===== config.mk =====
export PLATFORM = sky130hd
export DESIGN_NAME = dataplane_core
export DESIGN_NICKNAME = d
export VERILOG_FILES = /design/src/hdl/dataplane_pkg.sv /design/src/hdl/header_classifier.sv /design/src/hdl/flow_tcam.sv /design/src/hdl/action_fetch.sv /design/src/hdl/flow_meter.sv /design/src/hdl/action_executor.sv /design/src/hdl/dataplane_core.sv
export SDC_FILE = /design/constraint.sdc
export NUM_CORES = 2
export LEC_CHECK = 0
export BUFFER_PORTS_ARGS = -buffer_cell sky130_fd_sc_hd__buf_2
export CORE_UTILIZATION = 30
export DETAILED_ROUTE_END_ITERATION = 8
export GPL_ROUTABILITY_DRIVEN = 0
export SKIP_LAST_GASP = 1
export SLEW_MARGIN = 20
export SYNTH_ARGS = -nofsm -noshare
export SYNTH_HDL_FRONTEND = slang
export SYNTH_HIERARCHICAL = 1
export SYNTH_SLANG_ARGS = --single-unit
export TNS_END_PERCENT = 5

===== constraint.sdc =====
create_clock -name clk -period 19.13 [get_ports clk]
set_input_delay 0.9565 -clock clk [delete_from_list [all_inputs] [get_ports clk]]
set_output_delay 0.9565 -clock clk [all_outputs]
set_load 0.01 [all_outputs]

===== src/hdl/dataplane_pkg.sv =====
package dataplane_pkg;

	////////////////////
	// Sizes
	////////////////////

	// Flow table depth
	localparam int TCAM_ADDR_WIDTH = 3;
	localparam int TCAM_SIZE = 1 << TCAM_ADDR_WIDTH;

	// Per-packet tag, wraps at 32
	localparam int FLOW_TAG_WIDTH = 5;

	localparam int COUNTER_WIDTH = 32;
	localparam int PORT_WIDTH = 8;

	// Egress port after a VLAN rewrite
	localparam logic [PORT_WIDTH-1:0] DEFAULT_PORT = '0;

	// Accept edge to registered output
	localparam int PIPE_LATENCY = 4;

	////////////////////
	// Packet and key
	////////////////////

	// Parsed header word, 228 bits
	typedef struct packed {
		logic [47:0] dst_mac;
		logic [47:0] src_mac;
		logic [15:0] ether_type;
		logic [11:0] vlan_id;
		logic [7:0]  ip_proto;
		logic [31:0] src_ip;
		logic [31:0] dst_ip;
		logic [15:0] tcp_src;
		logic [15:0] tcp_dst;
	} pkt_header_t;

	// Lookup key, 84 bits
	typedef struct packed {
		logic [15:0] ether_type;
		logic [11:0] vlan_id;
		logic [7:0]  ip_proto;
		logic [31:0] dst_ip;
		logic [15:0] tcp_dst;
	} match_key_t;

	typedef struct packed {
		logic                      valid;
		pkt_header_t               header;
		logic [FLOW_TAG_WIDTH-1:0] tag;
	} pipe_pkt_t;

	////////////////////
	// Actions
	////////////////////

	// fwd is the plain output action
	typedef struct packed {
		logic fwd;
		logic set_vlan;
		logic drop;
	} action_flags_t;

	// Argument word, read as a port or as a VLAN tag depending on the flags
	typedef union packed {
		struct packed {
			logic [7:0]            rsvd;
			logic [PORT_WIDTH-1:0] port;
		} port;
		struct packed {
			logic [2:0]  pcp;
			logic        cfi;
			logic [11:0] vid;
		} vlan;
	} action_arg_u;

	typedef struct packed {
		action_flags_t flags;
		action_arg_u   arg;
	} action_entry_t;

	////////////////////
	// Table programming
	////////////////////

	// Mask bit set means the key bit must match
	typedef struct packed {
		logic                       en;
		logic                       del;
		logic [TCAM_ADDR_WIDTH-1:0] addr;
		match_key_t                 value;
		match_key_t                 mask;
	} tcam_prog_t;

	typedef struct packed {
		logic                       en;
		logic                       del;
		logic [TCAM_ADDR_WIDTH-1:0] addr;
		action_entry_t              entry;
	} action_prog_t;

	////////////////////
	// Results
	////////////////////

	typedef struct packed {
		logic                       hit;
		logic [TCAM_ADDR_WIDTH-1:0] index;
	} lookup_t;

	typedef struct packed {
		logic                       valid;
		logic [TCAM_ADDR_WIDTH-1:0] addr;
		logic [COUNTER_WIDTH-1:0]   count;
	} meter_report_t;

endpackage


===== src/hdl/header_classifier.sv =====
`timescale 1ns/1ns

module header_classifier (
	input  logic                      clk,
	input  logic                      rst_n,
	input  dataplane_pkg::pkt_header_t pkt_header_in,
	input  logic                      pkt_header_ready,
	input  logic                      pkt_header_accept,
	output dataplane_pkg::pipe_pkt_t  pkt_stage,
	output dataplane_pkg::match_key_t key
);

	// Header handshake completes on this edge
	logic take;

	// Tag for the next accepted packet
	logic [dataplane_pkg::FLOW_TAG_WIDTH-1:0] tag_cnt;

	dataplane_pkg::match_key_t key_next;

	assign take = pkt_header_ready & pkt_header_accept;

	// Key fields straight out of the parsed header
	always_comb begin
		key_next.ether_type = pkt_header_in.ether_type;
		key_next.vlan_id    = pkt_header_in.vlan_id;
		key_next.ip_proto   = pkt_header_in.ip_proto;
		key_next.dst_ip     = pkt_header_in.dst_ip;
		key_next.tcp_dst    = pkt_header_in.tcp_dst;
	end

	always_ff @(posedge clk) begin
		if (!rst_n) begin
			tag_cnt <= '0;
		end else if (take) begin
			tag_cnt <= tag_cnt + 1'b1;
		end
	end

	always_ff @(posedge clk) begin
		if (!rst_n) begin
			pkt_stage.valid <= 1'b0;
		end else begin
			pkt_stage.valid <= take;
		end
		if (take) begin
			pkt_stage.header <= pkt_header_in;
			pkt_stage.tag    <= tag_cnt;
		end
	end

	// Key lines up with the registered packet
	always_ff @(posedge clk) begin
		if (take) begin
			key <= key_next;
		end
	end

endmodule


===== src/hdl/flow_tcam.sv =====
`timescale 1ns/1ns

module flow_tcam (
	input  logic                      clk,
	input  logic                      rst_n,
	input  dataplane_pkg::tcam_prog_t prog,
	input  dataplane_pkg::pipe_pkt_t  pkt_in,
	input  dataplane_pkg::match_key_t key,
	output dataplane_pkg::pipe_pkt_t  pkt_stage,
	output dataplane_pkg::lookup_t    lookup
);

	////////////////////
	// Entry storage
	////////////////////

	dataplane_pkg::match_key_t entry_value [dataplane_pkg::TCAM_SIZE];
	dataplane_pkg::match_key_t entry_mask  [dataplane_pkg::TCAM_SIZE];
	logic [dataplane_pkg::TCAM_SIZE-1:0] entry_valid;

	// One bit per entry that matches the current key
	logic [dataplane_pkg::TCAM_SIZE-1:0] match_vec;
	logic [dataplane_pkg::TCAM_ADDR_WIDTH-1:0] first_idx;

	dataplane_pkg::lookup_t lookup_next;

	// Delete has priority over a write to the same slot
	always_ff @(posedge clk) begin
		if (!rst_n) begin
			entry_valid <= '0;
		end else if (prog.del) begin
			entry_valid[prog.addr] <= 1'b0;
		end else if (prog.en) begin
			entry_valid[prog.addr] <= 1'b1;
		end
	end

	always_ff @(posedge clk) begin
		if (prog.en && !prog.del) begin
			entry_value[prog.addr] <= prog.value;
			entry_mask[prog.addr]  <= prog.mask;
		end
	end

	////////////////////
	// Lookup
	////////////////////

	// Masked compare against every entry in parallel
	always_comb begin
		for (int i = 0; i < dataplane_pkg::TCAM_SIZE; i++) begin
			match_vec[i] = entry_valid[i] &&
				(((entry_value[i] ^ key) & entry_mask[i]) == '0);
		end
	end

	// Walk down so the lowest matching index is the last one written
	always_comb begin
		first_idx = '0;
		for (int i = dataplane_pkg::TCAM_SIZE - 1; i >= 0; i--) begin
			if (match_vec[i]) begin
				first_idx = i[dataplane_pkg::TCAM_ADDR_WIDTH-1:0];
			end
		end
	end

	assign lookup_next.hit   = |match_vec;
	assign lookup_next.index = first_idx;

	always_ff @(posedge clk) begin
		if (!rst_n) begin
			pkt_stage.valid <= 1'b0;
			lookup          <= '0;
		end else begin
			pkt_stage.valid <= pkt_in.valid;
			lookup          <= lookup_next;
		end
		pkt_stage.header <= pkt_in.header;
		pkt_stage.tag    <= pkt_in.tag;
	end

endmodule


===== src/hdl/action_fetch.sv =====
`timescale 1ns/1ns

module action_fetch (
	input  logic                         clk,
	input  logic                         rst_n,
	input  dataplane_pkg::action_prog_t  prog,
	input  dataplane_pkg::pipe_pkt_t     pkt_in,
	input  dataplane_pkg::lookup_t       lookup_in,
	output dataplane_pkg::pipe_pkt_t     pkt_stage,
	output dataplane_pkg::lookup_t       lookup_out,
	output dataplane_pkg::action_entry_t action
);

	// One action per TCAM slot
	dataplane_pkg::action_entry_t action_table [dataplane_pkg::TCAM_SIZE];

	////////////////////
	// Table update
	////////////////////

	// Empty slot reads back with all flags low, so it acts as a drop
	always_ff @(posedge clk) begin
		if (!rst_n) begin
			for (int i = 0; i < dataplane_pkg::TCAM_SIZE; i++) begin
				action_table[i] <= '0;
			end
		end else if (prog.del) begin
			action_table[prog.addr] <= '0;
		end else if (prog.en) begin
			action_table[prog.addr] <= prog.entry;
		end
	end

	////////////////////
	// Fetch stage
	////////////////////

	always_ff @(posedge clk) begin
		if (!rst_n) begin
			pkt_stage.valid <= 1'b0;
			lookup_out      <= '0;
		end else begin
			pkt_stage.valid <= pkt_in.valid;
			lookup_out      <= lookup_in;
		end
		pkt_stage.header <= pkt_in.header;
		pkt_stage.tag    <= pkt_in.tag;
		// A miss carries no action
		if (lookup_in.hit) begin
			action <= action_table[lookup_in.index];
		end else begin
			action <= '0;
		end
	end

endmodule


===== src/hdl/flow_meter.sv =====
`timescale 1ns/1ns

module flow_meter (
	input  logic                          clk,
	input  logic                          rst_n,
	input  dataplane_pkg::tcam_prog_t     tcam_prog,
	input  logic                          valid,
	input  dataplane_pkg::lookup_t        lookup,
	output dataplane_pkg::meter_report_t  report
);

	logic [dataplane_pkg::COUNTER_WIDTH-1:0] counters [dataplane_pkg::TCAM_SIZE];

	// Counter value after this hit
	logic [dataplane_pkg::COUNTER_WIDTH-1:0] next_count;

	logic count_hit;

	assign count_hit  = valid & lookup.hit;
	assign next_count = counters[lookup.index] + 1'b1;

	// Reprogramming a slot starts its count again
	always_ff @(posedge clk) begin
		if (!rst_n) begin
			for (int i = 0; i < dataplane_pkg::TCAM_SIZE; i++) begin
				counters[i] <= '0;
			end
		end else if (tcam_prog.en || tcam_prog.del) begin
			counters[tcam_prog.addr] <= '0;
		end else if (count_hit) begin
			counters[lookup.index] <= next_count;
		end
	end

	// Report lands in the same cycle as the fetched action
	always_ff @(posedge clk) begin
		if (!rst_n) begin
			report.valid <= 1'b0;
		end else begin
			report.valid <= count_hit;
		end
		if (count_hit) begin
			report.addr  <= lookup.index;
			report.count <= next_count;
		end
	end

endmodule


===== src/hdl/action_executor.sv =====
`timescale 1ns/1ns

module action_executor (
	input  logic                                  clk,
	input  logic                                  rst_n,
	input  dataplane_pkg::pipe_pkt_t              pkt_in,
	input  dataplane_pkg::lookup_t                lookup,
	input  dataplane_pkg::action_entry_t          action,
	output dataplane_pkg::pipe_pkt_t              pkt_out,
	output logic [dataplane_pkg::PORT_WIDTH-1:0]  pkt_out_port,
	output dataplane_pkg::pipe_pkt_t              miss_out
);

	logic hit;
	logic miss;
	logic discard;
	logic send;

	dataplane_pkg::pkt_header_t             header_next;
	logic [dataplane_pkg::PORT_WIDTH-1:0]   port_next;

	assign hit  = pkt_in.valid & lookup.hit;
	assign miss = pkt_in.valid & ~lookup.hit;

	// Drop wins, and an entry with no flag behaves the same
	assign discard = action.flags.drop | (action.flags == '0);
	assign send    = hit & ~discard;

	// VLAN rewrite ahead of plain output
	always_comb begin
		header_next = pkt_in.header;
		if (action.flags.set_vlan) begin
			header_next.vlan_id = action.arg.vlan.vid;
			port_next           = dataplane_pkg::DEFAULT_PORT;
		end else begin
			port_next = action.arg.port.port;
		end
	end

	always_ff @(posedge clk) begin
		if (!rst_n) begin
			pkt_out.valid  <= 1'b0;
			miss_out.valid <= 1'b0;
		end else begin
			pkt_out.valid  <= send;
			miss_out.valid <= miss;
		end
		pkt_out.header  <= header_next;
		pkt_out.tag     <= pkt_in.tag;
		pkt_out_port    <= port_next;
		// Controller copy goes out untouched
		miss_out.header <= pkt_in.header;
		miss_out.tag    <= pkt_in.tag;
	end

endmodule


===== src/hdl/dataplane_core.sv =====
`timescale 1ns/1ns

module dataplane_core (
	input  logic                                 clk,
	input  logic                                 rst_n,
	input  dataplane_pkg::pkt_header_t           pkt_header_in,
	input  logic                                 pkt_header_ready,
	output logic                                 pkt_header_accept,
	input  dataplane_pkg::tcam_prog_t            tcam_prog,
	input  dataplane_pkg::action_prog_t          action_prog,
	output dataplane_pkg::pipe_pkt_t             pkt_out,
	output logic [dataplane_pkg::PORT_WIDTH-1:0] pkt_out_port,
	output dataplane_pkg::pipe_pkt_t             miss_out,
	output dataplane_pkg::meter_report_t         flow_count
);

	////////////////////
	// Stage signals
	////////////////////

	dataplane_pkg::pipe_pkt_t      cls_pkt;
	dataplane_pkg::match_key_t     cls_key;
	dataplane_pkg::pipe_pkt_t      tcam_pkt;
	dataplane_pkg::lookup_t        tcam_lookup;
	dataplane_pkg::pipe_pkt_t      fetch_pkt;
	dataplane_pkg::lookup_t        fetch_lookup;
	dataplane_pkg::action_entry_t  fetch_action;

	// Hold off new headers while either table takes a command
	assign pkt_header_accept = ~(tcam_prog.en | tcam_prog.del |
		action_prog.en | action_prog.del);

	header_classifier u_classifier (
		.clk               (clk),
		.rst_n             (rst_n),
		.pkt_header_in     (pkt_header_in),
		.pkt_header_ready  (pkt_header_ready),
		.pkt_header_accept (pkt_header_accept),
		.pkt_stage         (cls_pkt),
		.key               (cls_key)
	);

	flow_tcam u_tcam (
		.clk       (clk),
		.rst_n     (rst_n),
		.prog      (tcam_prog),
		.pkt_in    (cls_pkt),
		.key       (cls_key),
		.pkt_stage (tcam_pkt),
		.lookup    (tcam_lookup)
	);

	action_fetch u_fetch (
		.clk        (clk),
		.rst_n      (rst_n),
		.prog       (action_prog),
		.pkt_in     (tcam_pkt),
		.lookup_in  (tcam_lookup),
		.pkt_stage  (fetch_pkt),
		.lookup_out (fetch_lookup),
		.action     (fetch_action)
	);

	// Counts off the TCAM result, alongside the fetch stage
	flow_meter u_meter (
		.clk       (clk),
		.rst_n     (rst_n),
		.tcam_prog (tcam_prog),
		.valid     (tcam_pkt.valid),
		.lookup    (tcam_lookup),
		.report    (flow_count)
	);

	action_executor u_executor (
		.clk          (clk),
		.rst_n        (rst_n),
		.pkt_in       (fetch_pkt),
		.lookup       (fetch_lookup),
		.action       (fetch_action),
		.pkt_out      (pkt_out),
		.pkt_out_port (pkt_out_port),
		.miss_out     (miss_out)
	);

endmodule


==> impl_metrics.prom <==
# TYPE chip_impl_metric gauge
chip_impl_info{name="result_of_the_run",value="finished, final reports clean"} 1
chip_impl_metric{name="dieWidth",unit="um"} 563
chip_impl_metric{name="timing.critical_path.required",unit="ps"} 19730
chip_impl_metric{name="detailroute.via_count",unit=""} 50000
chip_impl_metric{name="worstSkewPairLatency",unit="ps"} 930
chip_impl_metric{name="per_instance_average_area_after_synthesis",unit="um2"} 18.1
chip_impl_metric{name="power_density",unit="mW/mm2"} 113
chip_impl_info{name="cts-root-buf",value="sky130_fd_sc_hd__clkbuf_16"} 1
chip_impl_metric{name="grt_antenna_before_repair",unit=""} 123
chip_impl_metric{name="postSynthCellCount",unit=""} 5223
chip_impl_metric{name="synth.cell_area",unit="mm2"} 0.0943
chip_impl_info{name="mostFrequentLayoutCells",value="sky130_fd_sc_hd__edfxtp_1 (1988), sky130_fd_sc_hd__buf_2 (937), sky130_fd_sc_hd__dfxtp_1 (754), sky130_fd_sc_hd__xor2_1 (669), sky130_fd_sc_hd__clkbuf_16 (310)"} 1
chip_impl_metric{name="clock_tree.htree_level_count",unit=""} 5
chip_impl_metric{name="grt_pass1_wl",unit="um"} 390000
chip_impl_metric{name="drt.antenna.violating_nets",unit=""} 0
chip_impl_metric{name="die_h",unit="um"} 563
chip_impl_metric{name="cts_resized",unit=""} 0
chip_impl_metric{name="post_drt_via_cell_ratio",unit=""} 4.78
chip_impl_metric{name="timing.final.crit_share",unit=""} 0.251
chip_impl_metric{name="finalHoldViolCount",unit=""} 0
chip_impl_info{name="worst-setup-path-type",value="reg -> reg"} 1
chip_impl_metric{name="cp.arrival",unit="ps"} 5400
chip_impl_metric{name="critPathMaxStageDelay",unit="ps"} 950
chip_impl_metric{name="layout_stage_area_growth_over_the_synthesis_result",unit="%"} 17.9
chip_impl_metric{name="core_area",unit="mm2"} 0.312
chip_impl_metric{name="wirelength",unit="um"} 293000
chip_impl_metric{name="detail_route.iter0.violations",unit=""} 6477
chip_impl_metric{name="mappedNetlistNets",unit=""} 5653
chip_impl_metric{name="overflow",unit=""} 0
chip_impl_metric{name="number_of_cts_inserted_buffers",unit=""} 294
chip_impl_metric{name="place_hpwl",unit="um"} 200000
chip_impl_metric{name="placement_rows",unit=""} 205
chip_impl_metric{name="layout.filler_cells",unit=""} 29300
chip_impl_metric{name="skew",unit="ps"} 57.4
chip_impl_metric{name="report.final.slew_viol_count",unit=""} 0
chip_impl_metric{name="timing.critical_path.buf_inv",unit=""} 1
chip_impl_info{name="cell_by_cell_listing_of_the_critical_path",value="buf_4 > mux4_2 > mux2i_1 > nor4_4 > nand4_2 > nor4_2 > nor3_1"} 1
chip_impl_metric{name="report.final.setup_viol",unit=""} 0
chip_impl_metric{name="total_die_area",unit="mm2"} 0.317
chip_impl_metric{name="io-pin-count",unit=""} 941
chip_impl_info{name="grt_setup_unrepaired",value="false"} 1
chip_impl_metric{name="final_cell_count_no_fill",unit=""} 10500
chip_impl_metric{name="grt_max_degree",unit=""} 169
chip_impl_metric{name="irDropWorstVdd",unit="mV"} 0.0897
chip_impl_metric{name="final_util",unit=""} 0.356
chip_impl_info{name="cts_tree",value="done"} 1
chip_impl_metric{name="yosysWarningCount",unit=""} 6
chip_impl_metric{name="setup_slack",unit="ps"} 14330
chip_impl_metric{name="timing.max_cap.violations",unit=""} 0
chip_impl_metric{name="worst_slew_pin_slew",unit="ps"} 1160
chip_impl_metric{name="hold_buffers",unit=""} 0
chip_impl_metric{name="clock-sinks",unit=""} 2746
chip_impl_metric{name="initial_utilization",unit=""} 0.302
chip_impl_info{name="worstHoldPathType",value="in -> reg"} 1
chip_impl_metric{name="pre_cts_slack",unit="ps"} 14080
chip_impl_metric{name="drt_pass1_iterations",unit=""} 6
chip_impl_info{name="end_kind",value="flip-flop"} 1
chip_impl_metric{name="cts_max_path_bufs",unit=""} 4
chip_impl_metric{name="total_leakage_power",unit="nW"} 39.7
chip_impl_info{name="category_of_cells_accounting_for_the_largest_share_of_critical_path_delay",value="simple AND/OR/NAND/NOR gates"} 1
chip_impl_metric{name="setup-tns-final",unit="ps"} 0
chip_impl_metric{name="drc",unit=""} 0
chip_impl_metric{name="max-slew-margin-rel",unit=""} 0.218
chip_impl_metric{name="track_usage",unit=""} 0.179
chip_impl_metric{name="numPortBuffers",unit=""} 936
chip_impl_info{name="commonest_non_fill_non_tap_cell_in_the_layout",value="sky130_fd_sc_hd__edfxtp_1"} 1
chip_impl_metric{name="cts_post_setup_buffers_inserted",unit=""} 0
chip_impl_metric{name="dpl.cell_count",unit=""} 9898
chip_impl_metric{name="path_clk_slew",unit="ps"} 70
chip_impl_metric{name="layout-drive-gt1-share",unit=""} 0.257
chip_impl_metric{name="crit_fanout",unit=""} 53
chip_impl_info{name="nature_of_the_critical_path_startpoint",value="flip-flop"} 1
chip_impl_metric{name="nets",unit=""} 6487
chip_impl_info{name="critPathSlowestCell",value="sky130_fd_sc_hd__dfxtp_4"} 1
chip_impl_metric{name="max_clock_freq",unit="MHz"} 208
chip_impl_metric{name="first_global_vias",unit=""} 47800
chip_impl_metric{name="final.min_clock_period",unit="ps"} 4800
chip_impl_metric{name="post_drt_wl_per_cell",unit="um"} 28.0
-- path summary, 6_finish.rpt --
path | start | to | slack [ps] | depth (start not counted)
max | u_tcam/lookup[2]$_SDFF_PP0_ | u_meter/counters[7][30]$_SDFFCE_PN0P_ | 14330 | 7
min | pkt_header_in[118] | u_classifier/key[70]$_DFFE_PP_ | 210 | 1
max reg2reg | u_tcam/lookup[2]$_SDFF_PP0_ | u_meter/counters[7][30]$_SDFFCE_PN0P_ | 14330 | 7
min reg2reg | u_tcam/pkt_stage[41]$_DFF_P_ | u_fetch/pkt_stage[41]$_DFF_P_ | 300 | 0
-- power by group --
part	switching [mW]	internal, mW
sequential	0.0499	6.51
combinational	0.289	0.103
clock	2.41	3.19
-- state kept, by name, summed over array words and instances (netlist names), 36 cells and up, named ones only --
signal                  count
u_meter/counters          256
u_fetch/pkt_stage         234
u_meter/report             36
u_tcam/entry_mask         672
u_tcam/pkt_stage          234
u_classifier/pkt_stage    198
u_classifier/key           36
u_executor/miss_out       234
u_fetch/action_table      120
u_tcam/entry_value        672
-- layer usage --
layer / routed length [um] / vias to the layer above / GRT usage / part of all wire
li1: - / 20900 / - / -
met1: 115000 / 25500 / 0.235 / 0.39
met2: 136000 / 2951 / 0.289 / 0.47
met3: 30100 / 583 / 0.0419 / 0.10
met4: 10700 / 34 / 0.0614 / 0.037
met5: 218 / - / 0 / 0.00075
-- final cells by class --
cell class / count / area (um2) / area share
Timing Repair Buffer: 1027 / 5480 / 0.0493
Sequential cell: 2746 / 74900 / 0.673
Multi-Input combinational cell: 1975 / 16000 / 0.144
Clock buffer: 395 / 8290 / 0.0745
Inverter: 13 / 56.3 / 0.000506
Antenna cell: 20 / 50.0 / 0.000450
Tap cell: 4140 / 5180 / 0.0466
Clock inverter: 142 / 1300 / 0.0117
-- per-stage QoR --
| step | instance area, um2 | hold WS, ps | total power, mW |
|---|---|---|---|
| finish | 111000 | 210 | 12.6 |
| CTS | 111000 | 123 | 12.7 |
| global route | 111000 | 155 | 12.9 |
| global placement | 102000 | 309 | 7.06 |
| floorplan | 94300 | 310 | 6.83 |
| detailed placement | 102000 | 312 | 7.08 |
(Power assumes the default switching activity.)
